`config.mk`:
```
export PLATFORM = sky130hd
export DESIGN_NAME = bpf_exec
export DESIGN_NICKNAME = d
export VERILOG_FILES = /design/src/logic/bpf_isa_pkg.sv /design/src/logic/bpf_core_pkg.sv /design/src/logic/bpf_exec.sv
export SDC_FILE = /design/constraint.sdc
export NUM_CORES = 1
export LEC_CHECK = 0
export BUFFER_PORTS_ARGS = -buffer_cell sky130_fd_sc_hd__buf_2
export CAP_MARGIN = 20
export CORE_ASPECT_RATIO = 0.7
export CORE_UTILIZATION = 60
export CTS_BUF_LIST = sky130_fd_sc_hd__clkbuf_16
export CTS_CLUSTER_DIAMETER = 200
export DETAILED_ROUTE_END_ITERATION = 7
export PLACE_DENSITY_LB_ADDON = 0.25
export SLEW_MARGIN = 20
export SYNTH_ARGS = -nofsm -noshare
export SYNTH_HDL_FRONTEND = slang
export SYNTH_SLANG_ARGS = --single-unit
```
`constraint.sdc`:
```
create_clock -name clk -period 11.9 [get_ports clk]
set_input_delay 2.38 -clock clk [delete_from_list [all_inputs] [get_ports clk]]
set_output_delay 2.38 -clock clk [all_outputs]
set_load 0.02 [all_outputs]
```
`src/logic/bpf_isa_pkg.sv`:
```
package bpf_isa_pkg;

    typedef logic [2:0] mode_t;  // opcode bits 7:5, jump test for jmp class
    typedef logic [1:0] size_t;  // opcode bits 4:3, return source for ret class
    typedef logic [2:0] cls_t;   // opcode bits 2:0

    typedef struct packed {
        mode_t mode;
        size_t size;
        cls_t  cls;
    } opcode_t;

    // 64-bit program word as stored in the instruction memory
    typedef struct packed {
        logic [7:0]  pad;   // unused, kept for 64-bit alignment
        opcode_t     op;
        logic [7:0]  jt;    // skip count when the test holds
        logic [7:0]  jf;    // skip count when it fails
        logic [31:0] k;     // immediate, offset or return value
    } instr_t;

    // instruction classes
    parameter cls_t cls_ld  = 3'b000;
    parameter cls_t cls_ldx = 3'b001;
    parameter cls_t cls_jmp = 3'b101;
    parameter cls_t cls_ret = 3'b110;

    // load sizes, word loads are not supported
    parameter size_t sz_h = 2'b01;
    parameter size_t sz_b = 2'b10;

    // load addressing modes
    parameter mode_t md_abs = 3'b001;  // [k]
    parameter mode_t md_ind = 3'b010;  // [x + k]
    parameter mode_t md_msh = 3'b101;  // x = 4 * ([k] & 0xf)

    // jump tests, all compare A against k
    parameter mode_t jt_jeq  = 3'b001;
    parameter mode_t jt_jgt  = 3'b010;
    parameter mode_t jt_jset = 3'b100;

    // return source
    parameter size_t ret_k = 2'b00;
    parameter size_t ret_a = 2'b10;

endpackage

```
`src/logic/bpf_core_pkg.sv`:
```
package bpf_core_pkg;

    typedef logic [31:0] word_t;  // accumulator, index and verdict width

    parameter int pc_width_def  = 10;  // 1024 program words
    parameter int pkt_width_def = 11;  // 2048 packet bytes

    // pc as carried between stages, a narrower pc_width sits in the low bits
    typedef logic [pc_width_def-1:0] pc_t;

    // fetch -> inst_mem read request
    typedef struct packed {
        logic valid;  // one cycle, doubles as RAM read enable
        pc_t  pc;
    } fetch_req_t;

    // fetch -> exec, instruction paired with its address
    typedef struct packed {
        logic                valid;
        pc_t                 pc;
        bpf_isa_pkg::instr_t instr;
    } exec_in_t;

    // exec -> fetch, end of one instruction
    typedef struct packed {
        logic valid;    // one cycle per executed instruction
        logic halt;     // return taken, stop fetching
        pc_t  next_pc;
    } branch_t;

endpackage

```
`src/logic/bpf_exec.sv`:
```
module bpf_exec #(
    parameter int pkt_width = bpf_core_pkg::pkt_width_def
) (
    input  logic                   clk,
    input  logic                   arst_n,
    input  bpf_core_pkg::exec_in_t from_fetch,
    output logic [pkt_width-1:0]   pkt_rd_addr,
    output logic                   pkt_rd_en,
    input  logic [7:0]             pkt_byte,
    output bpf_core_pkg::branch_t  branch,
    output logic                   done,
    output bpf_core_pkg::word_t    verdict
);
    import bpf_isa_pkg::*;
    import bpf_core_pkg::*;

    typedef enum logic [1:0] {
        st_idle,     // waiting for an instruction
        st_byte_hi,  // high byte back, low byte read issued
        st_byte_lo,  // last byte back, write A or X
        st_finish    // branch word out
    } state_t;

    state_t               state_q;
    word_t                a_q;
    word_t                x_q;
    word_t                verdict_q;
    logic                 halt_q;
    pc_t                  next_pc_q;
    instr_t               ins_q;   // load being finished
    logic [7:0]           hi_q;    // first byte of a half-word, big-endian
    logic [pkt_width-1:0] addr_q;  // second byte address

    instr_t ins;
    word_t  a_in;
    word_t  x_in;
    word_t  base;
    logic   is_load;
    logic   taken;
    pc_t    pc_plus1;
    pc_t    next_pc;

    assign ins = from_fetch.instr;

    // jumps only go forward, so pc 0 marks a fresh run with A and X cleared
    assign a_in = (from_fetch.pc == '0) ? '0 : a_q;
    assign x_in = (from_fetch.pc == '0) ? '0 : x_q;

    assign is_load = ((ins.op.cls == cls_ld) && (ins.op.mode == md_abs || ins.op.mode == md_ind))
                  || ((ins.op.cls == cls_ldx) && (ins.op.mode == md_msh));

    assign base = (ins.op.mode == md_ind) ? x_in + ins.k : ins.k;  // abs and msh use k

    always_comb begin
        case (ins.op.mode)
            jt_jeq:  taken = (a_in == ins.k);
            jt_jgt:  taken = (a_in > ins.k);           // unsigned compare
            jt_jset: taken = ((a_in & ins.k) != '0);
            default: taken = 1'b0;
        endcase
    end

    assign pc_plus1 = from_fetch.pc + pc_t'(1);
    assign next_pc  = (ins.op.cls == cls_jmp) ? pc_plus1 + pc_t'(taken ? ins.jt : ins.jf)
                                              : pc_plus1;

    // first byte straight from the incoming word, later bytes from addr_q
    assign pkt_rd_en   = (state_q == st_idle && from_fetch.valid && is_load)
                      || (state_q == st_byte_hi);
    assign pkt_rd_addr = (state_q == st_byte_hi) ? addr_q : base[pkt_width-1:0];  // wraps

    always_ff @(posedge clk or negedge arst_n) begin
        if (!arst_n) begin
            state_q   <= st_idle;
            a_q       <= '0;
            x_q       <= '0;
            verdict_q <= '0;
            halt_q    <= 1'b0;
            next_pc_q <= '0;
        end else begin
            case (state_q)
                st_idle: begin
                    if (from_fetch.valid) begin
                        a_q       <= a_in;
                        x_q       <= x_in;
                        halt_q    <= (ins.op.cls == cls_ret);
                        next_pc_q <= next_pc;
                        if (ins.op.cls == cls_ret) begin
                            verdict_q <= (ins.op.size == ret_a) ? a_in : ins.k;
                        end
                        if (!is_load) begin
                            state_q <= st_finish;   // jump, return or unsupported op
                        end else if (ins.op.size == sz_h) begin
                            state_q <= st_byte_hi;
                        end else begin
                            state_q <= st_byte_lo;  // byte load and msh
                        end
                    end
                end
                st_byte_hi: state_q <= st_byte_lo;
                st_byte_lo: begin
                    if (ins_q.op.cls == cls_ldx) begin
                        x_q <= {26'h0, pkt_byte[3:0], 2'b00};  // header length in bytes
                    end else if (ins_q.op.size == sz_h) begin
                        a_q <= {16'h0, hi_q, pkt_byte};
                    end else begin
                        a_q <= {24'h0, pkt_byte};
                    end
                    state_q <= st_finish;
                end
                st_finish: state_q <= st_idle;
                default:   state_q <= st_idle;
            endcase
        end
    end

    always_ff @(posedge clk) begin
        if (state_q == st_idle && from_fetch.valid) begin
            ins_q  <= ins;
            addr_q <= base[pkt_width-1:0] + pkt_width'(1);
        end
        if (state_q == st_byte_hi) begin
            hi_q <= pkt_byte;
        end
    end

    assign branch  = '{valid: state_q == st_finish, halt: halt_q, next_pc: next_pc_q};
    assign done    = (state_q == st_finish) && halt_q;  // one cycle per return
    assign verdict = verdict_q;                          // held until the next return

endmodule

```
Yosys cells after proc, flatten, opt, wreduce, memory -nomap -nowiden
Cells that the tools add are included.

Output and inout bits: 57. Register bits: 133. Word-level logic and storage cells: 70.

Bitwise gates (word level): 1. Reduce and logical (&&, ||, !) cells: 17. $lt $le $gt $ge: 1. Multiplexer cells: 19. Equality and inequality tests: 18. $add $sub $neg: 4.

Operator list (number): $mux W32 (7); $pmux W32 S2 (2); $and A32 B32 Y32 (1); $eq A32 B32 Y1 (1); $gt A32 B32 Y1 (1); $reduce_bool A32 Y1 (1); $mux W11 (2); $mux W16 (1); $eq A3 B3 Y1 const B (4); $add A11 B1 Y11 const B (1); $add A11 B11 Y11 (1); $add A10 B1 Y10 const B (1); $add A10 B8 Y10 (1); $logic_not A10 Y1 (1); $mux W10 (1); $eq A3 B1 Y1 const B (3); $reduce_and A3 Y1 (3); $mux W8 (1); $pmux W2 S4 (1); $eq A2 B1 Y1 const B (3); $eq A2 B2 Y1 const B (3); $mux W2 (3); $ne A2 B2 Y1 const B (3); $logic_and A1 B1 Y1 (5); 7 further kinds (9).

Depth between registers and ports, before layout
Depth after elaboration: 8. Depth in mapped cells: 26.

Worst setup path after synthesis
No wires, ideal clock.

Path type: in2out. Start: in from_fetch[64] (netlist bit). End: out pkt_rd_addr[10]. Cell stages on the path: 18. Buffers on the path: 3. Path slack: 3.760 ns. Required time: 9.520 ns. Data arrival time: 5.760 ns. Path through: inv_1 ha_1 nor2b_1 nand3_2 buf_6 clkbuf_1 clkbuf_1 and2_1 ha_1 fa_1 a211oi_1 o21ai_0 a2111o_1 a31oi_1 xnor2_1 nor2_1 xnor2_1 mux2_2.

Cells in the longest elaborated chain, start to end: 5.

RTL lines: start: declaration (RTL line bpf_exec.sv:6) `input bpf_core_pkg::exec_in_t from_fetch,`; $logic_not A10 Y1 (RTL line bpf_exec.sv:47) `assign x_in = (from_fetch.pc == '0) ? '0 : x_q;`; $mux W32 (RTL line bpf_exec.sv:47); $add A11 B11 Y11 (RTL line bpf_exec.sv:52) `assign base = (ins.op.mode == md_ind) ? x_in + ins.k : ins.k;`; $mux W11 (RTL line bpf_exec.sv:52); $mux W11 (RTL line bpf_exec.sv:70) `assign pkt_rd_addr = (state_q == st_byte_hi) ? addr_q : base[pkt_width-1:0];`; end: declaration (RTL line bpf_exec.sv:7) `output logic [pkt_width-1:0] pkt_rd_addr,`.

Every way passes these cells.

Worst setup path after layout
Same ends and word-level chain as after synthesis.

==> flow_summary.yaml <==
route:
  drtIter0Drc: 348
  avgRoutedWirePerCell_um: 17.0
  first_pass_iters: 5
  via_per_inst: 5.80
  num_vias: 5999
  drc: 0
  ant_nets: 0
  drt-total-wl_um: 17600
timing:
  setup_viol_count_final: 0
  timing.hold.ws_ns: 0.476
  tns_ns: 0
  min_period_ns: 9.19
  max_freq_mhz: 109
  period_share_pct: 77.2
  fin_skew_ns: 0.00781
  hold_violations: 0
  worst_pin_slew_ns: 1.07
  rsz0062_at_grt: "false"
  slew_headroom_pct: 28.6
  slew_violations: 0
synth:
  synth.ff_latch_count: 112
  syn_area_per_cell_um2: 9.86
  ys_seq_area_share_pct: 39.4
  syn-cell-area_um2: 7420
  synth_flop_cell: "dfrtp_1"
  yosysWarnings: 0
  synth_nets: 925
  synth_edf_count: 24
  ys_types: 58
  synthCells: 752
  async_flop_share_pct: 78.6
worst_hold_path:
  hold_path.class: "flip-flop to flip-flop"
worst_setup_path:
  cp_data_arrival_time_ns: 6.81
  critPathKind: "input pin to output port"
  end_kind: "output port"
  path_max_fanout: 47
  cp-start-kind: "input pin"
  required_ns: 9.52
place:
  gp_congestion: 0.889
  portBuffers: 133
  dp.cells: 1018
  hpwl_um: 13100
floorplanning:
  fp.dieH_um: 95.0
  core_um2: 11900
  die_area_um2: 12800
  dieWidth_um: 135
  rows: 33
  initial_utilization_pct: 62.4
  io_pins: 142
final_layout:
  final_cells: 1035
  syn_to_final_growth_pct: 14.6
  drive_gt1_share_pct: 20.8
  nets: 1046
  fillers: 894
  antennaDiodeCount: 0
grt:
  grt_overflow: 0
  antenna_found_initial: 0
  grt_util_all_layers_pct: 28.5
  grt_first_pass_wirelength_um: 28400
  grt_pass1_vias: 5868
  grt_max_degree: 79
clock_network:
  cts_hold_buf: 0
  cts_buffers: 9
  cts_setup_buffers: 0
  clock_latency_ns: 0.35
  post_cts_resized: 0
  clkTransAtPathRegs_ns: 0.07
  cts_tree: "yes"
  cts-root-buf: "clkbuf_16"
  cts.sinks: 112
  cts_htree_levels: 3
  cts_buffer_depth: 2
power:
  comb_power_share_pct: 43.4
  p_seq_share_pct: 38.0
  leakage_nw: 4.33
  powerDensity_nw_per_um2: 179
  total_power_mw: 1.52
  swShare_pct: 40.3
  switchingPower_uw: 611
  ir_drop_mv: 0.120
  clock_power_share_pct: 18.6
  intPower_uw: 907
job:
  drv_cap: 0
status:
  status: "complete, no violations"
cells in the final DEF, fill, tap and decap left out, types with 19 or more instances in the layout:
cell type,instances
buf_2,132
dfrtp_1,88
ha_1,85
nor2_1,63
and2_1,63
a21oi_1,55
inv_1,44
nand2_1,41
o21ai_0,34
mux2i_1,30
edfxtp_1,24
a22o_1,20
xnor2_1,19
per-layer routing:
metal  global-route usage [%]  share of wire (%)  up-vias
met2                     48.3                 47      209
met4                     8.43                2.1        0
met5                        0                  0        -
li1                         -                  -     2891
met3                     5.64                5.9       39
met1                     37.2                 45     2860
cells in the mapped netlist (9+ instances only):
| master | n | area share [%] |
|---|---|---|
| a211oi_1 | 11 | 1.1 |
| a21o_1 | 11 | 1.1 |
| a21oi_1 | 55 | 3.7 |
| a22o_1 | 20 | 2.4 |
| and2_1 | 63 | 5.3 |
| clkbuf_1 | 21 | 1.1 |
| dfrtp_1 | 88 | 30 |
| edfxtp_1 | 24 | 9.7 |
| ha_1 | 86 | 15 |
| inv_1 | 43 | 2.2 |
| mux2_2 | 17 | 2.6 |
| mux2i_1 | 30 | 4.0 |
| nand2_1 | 42 | 2.1 |
| nand3_1 | 12 | 0.81 |
| nand4_1 | 9 | 0.76 |
| nor2_1 | 63 | 3.2 |
| nor3_1 | 10 | 0.67 |
| o21ai_0 | 34 | 2.3 |
| xnor2_1 | 19 | 2.2 |
| xor2_1 | 11 | 1.3 |
final timing paths:
path / startpoint / cells past startpoint / endpoint / slack [ns]
min in group asynchronous: arst_n / 1 / next_pc_q[2] / 1.84
worst max-delay path: from_fetch[64] / 17 / pkt_rd_addr[10] / 2.71
worst min register to register: hi_q[5] / 1 / a_q[13] / 0.48
worst min-delay path: hi_q[5] / 1 / a_q[13] / 0.48
max in group asynchronous: arst_n / 3 / x_q[0] / 9.19
worst max register to register: a_q[5] / 20 / next_pc_q[8] / 6.79
power groups by stage:
stage / sequential [mW] / combinational [mW] / clock (mW)
6_report: 0.577 / 0.659 / 0.283
5_1_grt: 0.590 / 0.720 / 0.303
4_1_cts: 0.577 / 0.655 / 0.285
3_5_place_dp: 0.584 / 0.646 / 0
3_3_place_gp: 0.575 / 0.622 / 0
2_1_floorplan: 0.659 / 0.362 / 0
flip-flops by register name (all words and copies together), names as in the netlist:
| register | flops |
|---|---|
| state_q | 2 |
| next_pc_q | 10 |
| halt_q | 1 |
| ins_q | 5 |
| a_q | 32 |
| verdict | 32 |
| hi_q | 8 |
| x_q | 11 |
| addr_q | 11 |
through the flow:
| step | util [%] | cell area, µm² | setup slack (ns) |
|---|---|---|---|
| finish | 71.5 | 8500 | 2.71 |
| global route | 71.5 | 8500 | 2.30 |
| CTS | 71.2 | 8470 | 2.69 |
| detailed placement | 68.9 | 8190 | 2.74 |
| global placement | 68.9 | 8190 | 2.87 |
| floorplan | - | 7420 | 3.76 |
kinds of logic after synthesis:
group,after synthesis,share of synthesized area [%]
compound gates,163,14.1
simple gates,243,17.6
mux,47,6.63
xor+xnor,30,3.54
fa+ha+maj,88,15.0
flops,112,39.4
buf+inv,69,3.74
critical path, stage by stage:
cell and delay, ns:
buf_2 0.12, inv_1 0.12, ha_1 0.17, nor2b_1 0.18, nand3_2 0.65, and2_1 0.45
ha_1 0.22, fa_1 0.44, a211oi_1 0.40, o21ai_0 0.22, a2111o_1 0.41, a31oi_1 0.22
xnor2_1 0.15, nor2_1 0.07, xnor2_1 0.17, mux2_2 0.27, buf_2 0.16
cell type report:
type | count | area, µm² | area share (%)
clock buffer | 9 | 225 | 2.65
timing repair buffer | 136 | 711 | 8.36
clock inverter | 7 | 47.5 | 0.560
sequential | 112 | 2920 | 34.4
multi-input combinational | 571 | 4230 | 49.8
inverter | 43 | 161 | 1.90
tap | 157 | 196 | 2.31
Note: power is estimated with default switching activity, not from simulation.
