<file path="config.mk">
export PLATFORM = sky130hd
export DESIGN_NAME = bpf_fetch
export DESIGN_NICKNAME = d
export VERILOG_FILES = /design/src/logic/bpf_isa_pkg.sv /design/src/logic/bpf_core_pkg.sv /design/src/logic/bpf_fetch.sv
export SDC_FILE = /design/constraint.sdc
export NUM_CORES = 1
export LEC_CHECK = 0
export ABC_AREA = 1
export BUFFER_PORTS_ARGS = -buffer_cell sky130_fd_sc_hd__buf_2
export CORE_UTILIZATION = 30
export DETAILED_ROUTE_END_ITERATION = 7
export PLACE_DENSITY = 0.86
export SYNTH_ARGS = -nofsm -noshare
export SYNTH_HDL_FRONTEND = slang
export SYNTH_SLANG_ARGS = --single-unit
</file>
<file path="constraint.sdc">
create_clock -name clk -period 1.2 [get_ports clk]
set_clock_uncertainty 0.2 [all_clocks]
set_input_delay 0 -clock clk [delete_from_list [all_inputs] [get_ports clk]]
set_output_delay 0 -clock clk [all_outputs]
set_load 0.01 [all_outputs]
</file>
<file path="src/logic/bpf_isa_pkg.sv">
package bpf_isa_pkg;

    typedef logic [2:0] mode_t;  // opcode bits 7:5, jump test for jmp class
    typedef logic [1:0] size_t;  // opcode bits 4:3, return source for ret class
    typedef logic [2:0] cls_t;   // opcode bits 2:0

    typedef struct packed {
        mode_t mode;
        size_t size;
        cls_t  cls;
    } opcode_t;

    // 64-bit program word as stored in the instruction memory
    typedef struct packed {
        logic [7:0]  pad;   // unused, kept for 64-bit alignment
        opcode_t     op;
        logic [7:0]  jt;    // skip count when the test holds
        logic [7:0]  jf;    // skip count when it fails
        logic [31:0] k;     // immediate, offset or return value
    } instr_t;

    // instruction classes
    parameter cls_t cls_ld  = 3'b000;
    parameter cls_t cls_ldx = 3'b001;
    parameter cls_t cls_jmp = 3'b101;
    parameter cls_t cls_ret = 3'b110;

    // load sizes, word loads are not supported
    parameter size_t sz_h = 2'b01;
    parameter size_t sz_b = 2'b10;

    // load addressing modes
    parameter mode_t md_abs = 3'b001;  // [k]
    parameter mode_t md_ind = 3'b010;  // [x + k]
    parameter mode_t md_msh = 3'b101;  // x = 4 * ([k] & 0xf)

    // jump tests, all compare A against k
    parameter mode_t jt_jeq  = 3'b001;
    parameter mode_t jt_jgt  = 3'b010;
    parameter mode_t jt_jset = 3'b100;

    // return source
    parameter size_t ret_k = 2'b00;
    parameter size_t ret_a = 2'b10;

endpackage

</file>
<file path="src/logic/bpf_core_pkg.sv">
package bpf_core_pkg;

    typedef logic [31:0] word_t;  // accumulator, index and verdict width

    parameter int pc_width_def  = 10;  // 1024 program words
    parameter int pkt_width_def = 11;  // 2048 packet bytes

    // pc as carried between stages, a narrower pc_width sits in the low bits
    typedef logic [pc_width_def-1:0] pc_t;

    // fetch -> inst_mem read request
    typedef struct packed {
        logic valid;  // one cycle, doubles as RAM read enable
        pc_t  pc;
    } fetch_req_t;

    // fetch -> exec, instruction paired with its address
    typedef struct packed {
        logic                valid;
        pc_t                 pc;
        bpf_isa_pkg::instr_t instr;
    } exec_in_t;

    // exec -> fetch, end of one instruction
    typedef struct packed {
        logic valid;    // one cycle per executed instruction
        logic halt;     // return taken, stop fetching
        pc_t  next_pc;
    } branch_t;

endpackage

</file>
<file path="src/logic/bpf_fetch.sv">
module bpf_fetch #(
    parameter int pc_width = bpf_core_pkg::pc_width_def  // at most pc_width_def
) (
    input  logic                     clk,
    input  logic                     arst_n,
    input  logic                     start,
    input  bpf_core_pkg::branch_t    branch,
    output bpf_core_pkg::fetch_req_t req,
    input  bpf_isa_pkg::instr_t      instr,
    output bpf_core_pkg::exec_in_t   to_exec,
    output logic                     busy
);
    import bpf_core_pkg::*;

    logic                busy_q;
    logic                req_valid_q;  // read issued this cycle
    logic                rsp_valid_q;  // RAM word valid this cycle
    logic [pc_width-1:0] pc_q;         // address of the instruction in flight
    logic                launch;
    logic                advance;

    assign launch  = start && !busy_q;              // start while running is dropped
    assign advance = branch.valid && !branch.halt;  // exec finished, go on

    always_ff @(posedge clk or negedge arst_n) begin
        if (!arst_n) begin
            busy_q      <= 1'b0;
            req_valid_q <= 1'b0;
            rsp_valid_q <= 1'b0;
            pc_q        <= '0;
        end else begin
            req_valid_q <= launch || advance;  // next read one cycle after branch
            rsp_valid_q <= req_valid_q;        // data returns one cycle after the read
            if (launch) begin
                busy_q <= 1'b1;
                pc_q   <= '0;                  // programs always enter at 0
            end else if (advance) begin
                pc_q <= branch.next_pc[pc_width-1:0];
            end
            if (branch.valid && branch.halt) begin
                busy_q <= 1'b0;                // low from the cycle after done
            end
        end
    end

    assign req = '{valid: req_valid_q, pc: pc_t'(pc_q)};

    // pc_q still names the word now on the RAM output
    assign to_exec = '{valid: rsp_valid_q, pc: pc_t'(pc_q), instr: instr};

    assign busy = busy_q;

endmodule

</file>
* After elaboration in Yosys (flattened, before gate mapping)
Index checks and enable logic that the tools add are counted.
** Storage, ports and cells
- Logic and storage cells :: 16
- Bits of input ports :: 79
- Output and inout bits :: 87
- Register bits :: 13
** Operators by class
- Reduce and logical (&&, ||, !) cells :: 8
- Mux-type cells :: 4
** Operators by type and width (count)
- 10-bit 2-to-1 mux :: 2
- 2-bit nonzero test :: 2
- 1-bit logical AND :: 3
- 1-bit zero test :: 2
- 1-bit 2-to-1 mux :: 2
- 1-bit logical OR :: 1

* Logic depth before layout (Yosys ltp)
Gate-level depths: netlist (run 1).
- Word-level depth :: 4
- Depth in mapped cells :: 5
- Depth with buffers taken out :: 4

* Worst setup path before layout (run 1)
Ideal clock, no wire load.
- Kind :: flip-flop to flip-flop
- Start point :: register busy_q (netlist: busy)
- End point :: register pc_q[0]
- Path slack :: 71 ps
- Arrival time :: 811 ps
- Library setup time :: 117 ps
- Buffers on the path :: 1
- Required time :: 883 ps
- Stages on the path, launching flop included :: 6
- Clock period less this slack :: 1129 ps
- Cell sequence :: dfrtp_1 inv_1 nand2_2 buf_2 nand3_1 nand2_1
** On the way
- Longest elaborated chain between the ends :: 3
- Elaborated cells between the ends (all ways) :: 4
- Classes of those cells :: 1 x mux; 3 x reduce/logical
** Ends and longest elaborated chain
- from (decl) :: RTL line bpf_fetch.sv:15 : logic busy_q;
- from (signal assigned) :: RTL line bpf_fetch.sv:27 : busy_q <= 1'b0;
- from (signal assigned) :: RTL line bpf_fetch.sv:35 : busy_q <= 1'b1;
- from (signal assigned) :: RTL line bpf_fetch.sv:41 : busy_q <= 1'b0;
- 1-bit zero test (*) :: RTL line bpf_fetch.sv:22 : assign launch = start && !busy_q;
- 1-bit logical AND (*) :: RTL line bpf_fetch.sv:22
- 10-bit 2-to-1 mux or 2-bit nonzero test (tied branches)
- to (signal assigned) :: RTL line bpf_fetch.sv:38 : pc_q <= branch.next_pc[pc_width-1:0];
- to (decl) :: RTL line bpf_fetch.sv:18 : logic [pc_width-1:0] pc_q;
Mark *: on every way between the ends. The rest lies on a longest branch, timed or not.
A chain may end at the register's enable or synchronous reset.

* Final worst setup path (run 1)
- Start point :: input branch[11] (netlist bit)
- End point :: register pc_q[3]
** On the way
- Longest elaborated chain between the ends :: 2
** Ends and longest elaborated chain
- from (decl) :: RTL line bpf_fetch.sv:7 : input bpf_core_pkg::branch_t branch,
- 1-bit logical AND :: RTL line bpf_fetch.sv:23 : assign advance = branch.valid && !branch.halt;
- 2-bit nonzero test (no source line)
No other way between the ends.

==> results of run 1 <==
==> stage by stage <==
| step | hold slack, ns | setup TNS, ns |
|---|---|---|
| after floorplan | -0.4956 | 0 |
| after global placement | -0.3025 | 0 |
| after detailed placement | -0.2968 | 0 |
| after CTS | 0.1816 | 0 |
| after global routing | 0.1954 | -0.03383 |
| final | 0.1850 | 0 |
==> registers in the layout, summed over array words and instances (netlist names) <==
name	cells
req_valid_q	1
pc_q	10
rsp_valid_q	1
busy	1
==> Yosys cell counts, drive strengths merged <==
| cell type | instances |
|---|---|
| a21oi | 1 |
| buf | 79 |
| dfrtp | 13 |
| inv | 3 |
| nand2 | 13 |
| nand3 | 20 |
| nor2 | 2 |
==> area by class of cell <==
type	count	area (sq um)
flip-flops and latches	13	325.3
clock buffers	4	45.04
multi-input cells	37	235.2
repair buffers	117	1001
well taps	48	60.06
inverters	3	11.26
fillers	354	2011
==> metal layers <==
layer	global-route usage (%)	routed length [um]
met5	0	0
met4	5.000	13
met3	1.964	256
met2	24.47	1608
met1	10.37	870
==> logic make-up after synthesis <==
logic type,Yosys count,share of synthesized area (%)
DFF,13,27.99
and+or+nand+nor,35,18.41
buffers and inverters,82,53.18
AOI/OAI and AO/OA,1,0.4302
==> worst max path at each step <==
stage                          start      end  slack [ns]  cells after the start
after floorplan                 busy  pc_q[0]        0.07                      5
after global routing      branch[11]  pc_q[2]       -0.01                      6
final                     branch[11]  pc_q[3]        0.05                      6
after global placement          busy  pc_q[1]        0.12                      5
after detailed placement        busy  pc_q[3]        0.08                      5
after CTS                 branch[10]  pc_q[8]        0.01                      6
==> cells in the final DEF (no fill, tap or decap) <==
cell type	count
dlygate4sd3_1	79
nor2_2	1
nand2_1	11
buf_2	35
nand3_2	10
nand3_1	10
buf_12	1
nand2_4	1
nand2_2	1
a21oi_1	1
dfrtp_1	13
clkbuf_8	3
inv_1	1
nor2_1	1
buf_4	1
nor2_4	1
clkbuf_1	1
inv_2	2
clkbuf_4	1
==> what timing repair did <==
item                                    CTS  global route
hold buffers                             79             0
gates resized for setup                   0             4
endpoints found under the setup margin    0            23
endpoints found under the hold margin    89             0
buffers inserted                          0             0
==> power groups by stage <==
stage / logic (mW) / clock network (mW) / registers [mW]
floorplan: 0.391 / 0 / 0.546
global placement: 0.252 / 0 / 0.528
detailed placement: 0.259 / 0 / 0.531
CTS: 0.536 / 0.396 / 0.524
global route: 0.582 / 0.412 / 0.529
finish: 0.541 / 0.382 / 0.523
==> reports/results.ini, run 1 <==
[status]
outcome = completed

[synthesis]
synth_nets = 210
yosysTopAreaCellShare_pct = 49.09
syn_area_sq_um = 1162
synth_area_per_cell_sq_um = 8.873
yosys_warnings = 0
synth-seq-area-share_pct = 27.99
ys_top_cells_by_area = buf_4 (49%), dfrtp_1 (28%), nand3_2 (7.8%)
syn_inst = 131
synth_seq_cells = 13
ys_types = 14
yosysTopAreaCell = buf_4

[global_route]
antenna_found_initial = 0
grt_max_degree = 22
grt_overflow = 0
grt_pass1_wl_um = 3739
grt.total_usage_pct = 11.61
first_global_vias = 843

[critical_path]
cp_cell_sequence = dlygate4sd3_1 > buf_4 > inv_2 > nor2_2 > nand3_1 > nand2_1
worstPathArrival_ns = 1.12
r2r_start = busy
rr_endpoint = pc_q[3]
endpoint_kind = flip-flop
cp_slowest_stage_delay_ns = 0.53
path_buf_inv = 3
startpoint_type = primary input
cp_max_fo = 5
rrSetupSlack_ns = 0.08
critical-path-top-delay-family = buffers and inverters
rr_worst_depth = 5
required_ns = 1.18
critPathKind = primary input to flip-flop
crit_path_top_delay_cell = dlygate4sd3_1

[route]
drt-total-wl_um = 2749
vias = 929
drt.antenna.violating_nets = 0
detail_route.first_pass.iterations = 4
routedWlPerCell_um = 12.38
vias_per_cell = 4.185
drc = 0
drtIter0Drc = 55

[floorplanning]
die_area_sq_um = 4127
core-area_sq_um = 3689
rows = 22
fp.dieW_um = 64.25
ios = 166
start_util_pct = 31.51
die_h_um = 64.25

[power_and_ir_drop]
powerDensity_nw_per_um2 = 861.8
p_int_mw = 1.008
netSwitchingFraction_pct = 30.28
power_mw = 1.446
irDropWorstVdd_mv = 0.3191
p_clk_share_pct = 26.4
p_seq_share_pct = 36.2
power.switching_mw = 0.4378
p_comb_share_pct = 37.4
leakage_nw = 0.8251

[cells_and_area]
diodes = 0
layout-drive-gt1-share_pct = 32.76
fin_util_pct = 45.49
stdcell_count = 222
area_growth_pct = 44.35
nets = 254
fin_area_sq_um = 1678

[sta]
slew_viol_final = 0
timing.final.ws_setup_ns = 0.05247
slew_headroom_pct = 84.31
fin_crit_sh_pct = 95.63
setup_viol = 0
hold_viol_final = 0
period_needed_ns = 1.148
timing.fmax_mhz = 871.4
worst_pin_slew_ns = 0.2351

[clock_tree]
cts_max_level = 1
worst_skew_pair.late_latency_ns = 0.24
cts_tree = done
root_buffer = clkbuf_8
cts_buffers = 3
cts.sinks = 13
clk_pin_slew_worst_paths_ns = 0.05
clockBufferDepth = 2

[hold_path]
hold_start = req_valid_q
hold_class = flip-flop to flip-flop
worstHoldEndpoint = rsp_valid_q
whs_path_depth = 0

[placement]
io_buffers = 37
dpl_cell_area_sq_um = 820.8
place_inst = 138
gp_congestion = 0.6400
dp_slack_ns = 0.07741

[flow_run]
drv_cap = 0

(Power assumes the default switching activity.)
==> inputs of run 2 (changes only) <==
==> constraint.sdc (replaced) <==
create_clock -name clk -period 1.2 [get_ports clk]
set_clock_uncertainty 0.2 [all_clocks]
set_input_delay 0.24 -clock clk [delete_from_list [all_inputs] [get_ports clk]]
set_output_delay 0.24 -clock clk [all_outputs]
set_load 0.01 [all_outputs]
==> reports/results.ini, run 2 (synthesized netlist as in run 1, its figures left out) <==
[critical_path]
path_buf_inv = 1  ; -2
cp_cell_sequence = buf_2
rrSetupSlack_ns = 0.09  ; about the same
r2r_start = busy
cp_max_fo = 3  ; -2
crit_path_top_delay_cell = dfrtp_1
cp_slowest_stage_delay_ns = 0.40  ; -0.13 ns
startpoint_type = flip-flop
rr_worst_depth = 5  ; unchanged
required_ns = 0.76  ; -0.42 ns
rr_endpoint = pc_q[6]
endpoint_kind = primary output
critical-path-top-delay-family = flip-flops
critPathKind = flip-flop to primary output
worstPathArrival_ns = 0.79  ; -0.33 ns

[sta]
rsz0062_at_grt = yes
tns_ns = -0.1056  ; -0.1056 ns
worst_pin_slew_ns = 0.3124  ; +0.07735 ns
setup_viol = 12  ; +12
timing.fmax_mhz = 813.5  ; -6.6%
timing.final.ws_setup_ns = -0.02920  ; -0.08167 ns
period_needed_ns = 1.229  ; +0.08167 ns
fin_crit_sh_pct = 102.4  ; +6.8 points
hold_viol_final = 0  ; unchanged
slew_viol_final = 0  ; unchanged
slew_headroom_pct = 79.10  ; -5.2 points

[placement]
place_hpwl_um = 1639
gp_congestion = 0.6452  ; +0.81%
io_buffers = 37  ; unchanged
dp_slack_ns = 0.05957  ; -0.01783 ns

[floorplanning]
fp.dieW_um = 64.25  ; unchanged
die_area_sq_um = 4127  ; unchanged
rows = 22  ; unchanged
die_h_um = 64.25  ; unchanged
start_util_pct = 31.51  ; unchanged
ios = 166  ; unchanged
core-area_sq_um = 3689  ; unchanged

[cells_and_area]
area_growth_pct = -16.90
n_fill_cell = 409  ; +16%
multi_input_area_sq_um = 219.0  ; -6.9%
register_area_sq_um = 325.3  ; unchanged
top_register = pc_q
largest_register_ff_count = 10  ; unchanged
nets = 187  ; -26%
final_cell_mix = buf_2 (37), dfrtp_1 (13), buf_4 (12)
diodes = 0  ; unchanged
layout_commonest_cell = buf_2
layout-drive-gt1-share_pct = 62.62  ; +30 points
fin_util_pct = 26.19  ; -19 points

[hold_path]
worstHoldEndpoint = busy
hold_class = primary input to flip-flop
whs_path_depth = 2  ; +2
hold_start = branch[11]

[global_route]
grt_overflow = 0  ; unchanged
grt.total_usage_pct = 9.485  ; -2.1 points
antenna_found_initial = 0  ; unchanged
first_global_vias = 568  ; -33%
grt_max_degree = 22  ; unchanged
grt_pass1_wl_um = 2898  ; -22%

[power_and_ir_drop]
p_int_mw = 0.8830  ; -12%
power_mw = 1.222  ; -15%
irDropWorstVdd_mv = 0.2862  ; -10%
power.switching_mw = 0.3391  ; -23%
netSwitchingFraction_pct = 27.75  ; -2.5 points
leakage_nw = 0.5522  ; -33%
p_comb_share_pct = 26.7  ; -11 points
powerDensity_nw_per_um2 = 1265  ; +47%
p_clk_share_pct = 31.4  ; +5.0 points
p_seq_share_pct = 41.9  ; +5.7 points

[clock_tree]
cts.sinks = 13  ; unchanged
clockBufferDepth = 2  ; unchanged
cts_buffers = 3  ; unchanged
root_buffer = clkbuf_8
cts_max_level = 1  ; unchanged
cts_tree = done
ctsResizeCount = 0  ; unchanged
clk_pin_slew_worst_paths_ns = 0.05  ; about the same
worst_skew_pair.late_latency_ns = 0.24  ; about the same

[status]
violations = setup timing
outcome = finished with violations

[flow_run]
drv_cap = 0  ; unchanged

[route]
routedWlPerCell_um = 14.02  ; +13%
detail_route.first_pass.iterations = 4  ; unchanged
drt.antenna.violating_nets = 0  ; unchanged
vias = 646  ; -30%
drt-total-wl_um = 2173  ; -21%
vias_per_cell = 4.168  ; -0.40%
drc = 0  ; unchanged
drtIter0Drc = 19  ; -65%

==> run 2: per-stage QoR <==
| stage | hold slack [ns] | instance area, sq um | std cells |
|---|---|---|---|
| after global placement | -0.06079 | 820.8 | 138 |
| after detailed placement | -0.05225 | 820.8 | 138 |
| after floorplan | -0.2556 | 1162 | 131 |
| after CTS | 0.01980 | 950.9 | 153 |
| after global routing | 0.02271 | 965.9 | 155 |
| final | 0.02236 | 965.9 | 155 |
==> run 2: worst max-delay path by stage <==
stage | from | to | slack (ns) | cells after the start
6_report | pc_q[8] | to_exec[72] | -0.03 | 1
5_1_grt | pc_q[8] | req[8] | -0.05 | 1
3_5_place_dp | branch[10] | pc_q[8] | 0.06 | 5
2_1_floorplan | busy | pc_q[0] | 0.07 | 5
4_1_cts | pc_q[8] | to_exec[72] | -0.04 | 1
3_3_place_gp | branch[10] | pc_q[8] | 0.11 | 5
==> run 2: per-layer routing <==
layer / global-route usage (%) / share of wire [%] / vias to the layer above
met3: 6.964 / 18 / 14
met1: 6.911 / 29 / 283
met4: 7.222 / 3.0 / 0
li1: - / - / 287
met5: 0 / 0 / -
met2: 16.45 / 50 / 62
==> run 2: what timing repair did <==
| action | in CTS | in global routing |
|---|---|---|
| cloned | 0 | 0 |
| endpoints found under the setup margin | 22 | 22 |
| hold buffers | 1 | 0 |
| endpoints found under the hold margin | 13 | 0 |
| setup buffers | 10 | 2 |
==> run 2: final cells by class <==
cell class	count	share of cell area (%)
Clock buffer	4	4.663
Inverter	3	1.166
Multi-Input combinational cell	36	22.67
Sequential cell	13	33.68
Tap cell	48	6.218
Timing Repair Buffer	51	31.61
==> run 2: power groups by stage <==
stage | combinational [mW] | sequential, mW | clock, mW
5_1_grt | 0.357 | 0.519 | 0.413
2_1_floorplan | 0.391 | 0.546 | 0
3_5_place_dp | 0.259 | 0.528 | 0
6_report | 0.326 | 0.512 | 0.384
4_1_cts | 0.320 | 0.512 | 0.398
3_3_place_gp | 0.254 | 0.526 | 0
==> inputs of run 3 (changes only) <==
Settings changed: BUFFER_PORTS_ARGS -buffer_cell sky130_fd_sc_hd__buf_2 to -buffer_cell sky130_fd_sc_hd__buf_4.
==> reports/results.ini, run 3 (synthesized netlist as in run 1, its figures left out) <==
[sta]
period_needed_ns = 1.236  ; +0.007154 ns
worst_pin_slew_ns = 0.3157  ; +0.003311 ns
hold_viol_final = 0  ; unchanged
timing.fmax_mhz = 808.8  ; -0.58%
slew_viol_final = 0  ; unchanged
rsz0062_at_grt = yes
tns_ns = -0.3495  ; -0.2439 ns
timing.final.ws_setup_ns = -0.03636  ; -0.007154 ns
slew_headroom_pct = 78.88  ; -0.22 points
fin_crit_sh_pct = 103.0  ; +0.60 points
whs_ns = 0.02735  ; +0.004986 ns
setup_viol = 21  ; +9

[route]
detail_route.first_pass.iterations = 4  ; unchanged
drt.antenna.violating_nets = 0  ; unchanged
drtIter0Drc = 40  ; +21
routedWlPerCell_um = 15.03  ; +7.2%
vias = 645  ; -0.15%
drc = 0  ; unchanged
drt-total-wl_um = 2314  ; +6.5%
vias_per_cell = 4.188  ; +0.49%

[hold_path]
whs_path_depth = 3  ; +1
hold_class = primary input to flip-flop

[critical_path]
worstPathArrival_ns = 0.80  ; about the same
critPathKind = flip-flop to primary output
startpoint_type = flip-flop
cp_slowest_stage_delay_ns = 0.40  ; about the same
cp_max_fo = 3  ; unchanged
path_buf_inv = 1  ; unchanged
worst-path-stages = 1  ; unchanged
rr_worst_depth = 5  ; unchanged
endpoint_kind = primary output
crit_path_top_delay_cell = dfrtp_1
cp_cell_sequence = buf_4
required_ns = 0.76  ; about the same
critical-path-top-delay-family = flip-flops

[floorplanning]
ios = 166  ; unchanged
die_h_um = 64.25  ; unchanged
start_util_pct = 31.51  ; unchanged
fp.dieW_um = 64.25  ; unchanged
core-area_sq_um = 3689  ; unchanged
die_area_sq_um = 4127  ; unchanged
rows = 22  ; unchanged

[cells_and_area]
layout_commonest_cell = buf_4
top_register = pc_q
fin_util_pct = 30.60  ; +4.4 points
final_cell_mix = buf_4 (27), buf_6 (20), dfrtp_1 (13)
stdcell_count = 154  ; -0.65%
n_fill_cell = 384  ; -6.1%
diodes = 0  ; unchanged
area_growth_pct = -2.907
largest_register_ff_count = 10  ; unchanged
nets = 186  ; -0.53%
multi_input_area_sq_um = 219.0  ; unchanged
register_area_sq_um = 325.3  ; unchanged
fin_area_sq_um = 1129  ; +17%
layout-drive-gt1-share_pct = 61.32  ; -1.3 points

[clock_tree]
root_buffer = clkbuf_8
clk_pin_slew_worst_paths_ns = 0.05  ; about the same
cts_tree = done
clockBufferDepth = 2  ; unchanged
worst_skew_pair.late_latency_ns = 0.23  ; about the same
cts_max_level = 1  ; unchanged
cts_buffers = 3  ; unchanged
cts.sinks = 13  ; unchanged

[placement]
dpl_cell_area_sq_um = 913.4  ; +11%
io_buffers = 37  ; unchanged
gp_congestion = 0.6442  ; -0.15%
dp_slack_ns = 0.08147  ; +0.02190 ns
place_inst = 138  ; unchanged
place_hpwl_um = 1729  ; +5.5%

[global_route]
grt_max_degree = 22  ; unchanged
grt_overflow = 0  ; unchanged
grt.total_usage_pct = 10.68  ; +1.2 points
first_global_vias = 645  ; +14%
grt_pass1_wl_um = 3305  ; +14%
antenna_found_initial = 0  ; unchanged

[status]
outcome = finished with violations
violations = setup timing

[power_and_ir_drop]
power_mw = 1.323  ; +8.3%
leakage_nw = 0.5855  ; +6.0%
irDropWorstVdd_mv = 0.2685  ; -6.2%
powerDensity_nw_per_um2 = 1172  ; -7.3%

[flow_run]
drv_cap = 0  ; unchanged

==> run 3: power breakdown <==
| group | leakage [nW] | total, mW | switching [mW] | internal, mW |
|---|---|---|---|---|
| Clock | 0.0228 | 0.372 | 0.138 | 0.233 |
| Combinational | 0.397 | 0.420 | 0.164 | 0.256 |
| Sequential | 0.166 | 0.531 | 0.0464 | 0.485 |
==> run 3: worst register-to-register path, cell delays in order (launching register included) <==
cell and delay [ns]:
dfrtp_1 0.40, inv_1 0.07, nand2_2 0.06, buf_12 0.15, nand3_1 0.09, nand2_1 0.05
==> run 3: path summary, 6_finish.rpt <==
path	from	endpoint	slack (ns)
max in group asynchronous	arst_n	pc_q[6]	0.44
min in group asynchronous	arst_n	pc_q[1]	0.20
hold reg to reg	req_valid_q	rsp_valid_q	0.30
setup / recovery	pc_q[8]	to_exec[72]	-0.04
hold / removal	branch[4]	pc_q[4]	0.03
setup reg to reg	busy	pc_q[9]	0.06
==> run 3: repair_timing <==
action | in CTS | in global routing
gates resized for setup | 19 | 1
buffers inserted | 9 | 1
gates cloned | 0 | 0
hold buffers | 2 | 0
setup endpoints to repair | 22 | 22
endpoints found under the hold margin | 14 | 0
==> run 3: final cells by class <==
class                      count  area share [%]
timing repair buffer          50           41.46
sequential                    13           28.82
multi-input combinational     36           19.40
tap                           48           5.322
clock buffer                   4           3.991
inverter                       3          0.9978
==> run 3: routing by layer <==
layer	wire, um	vias up	track usage (%)
li1	-	282	-
met1	649	287	8.324
met2	1230	62	19.74
met3	373	14	6.429
met4	61	0	6.389
met5	0	-	0
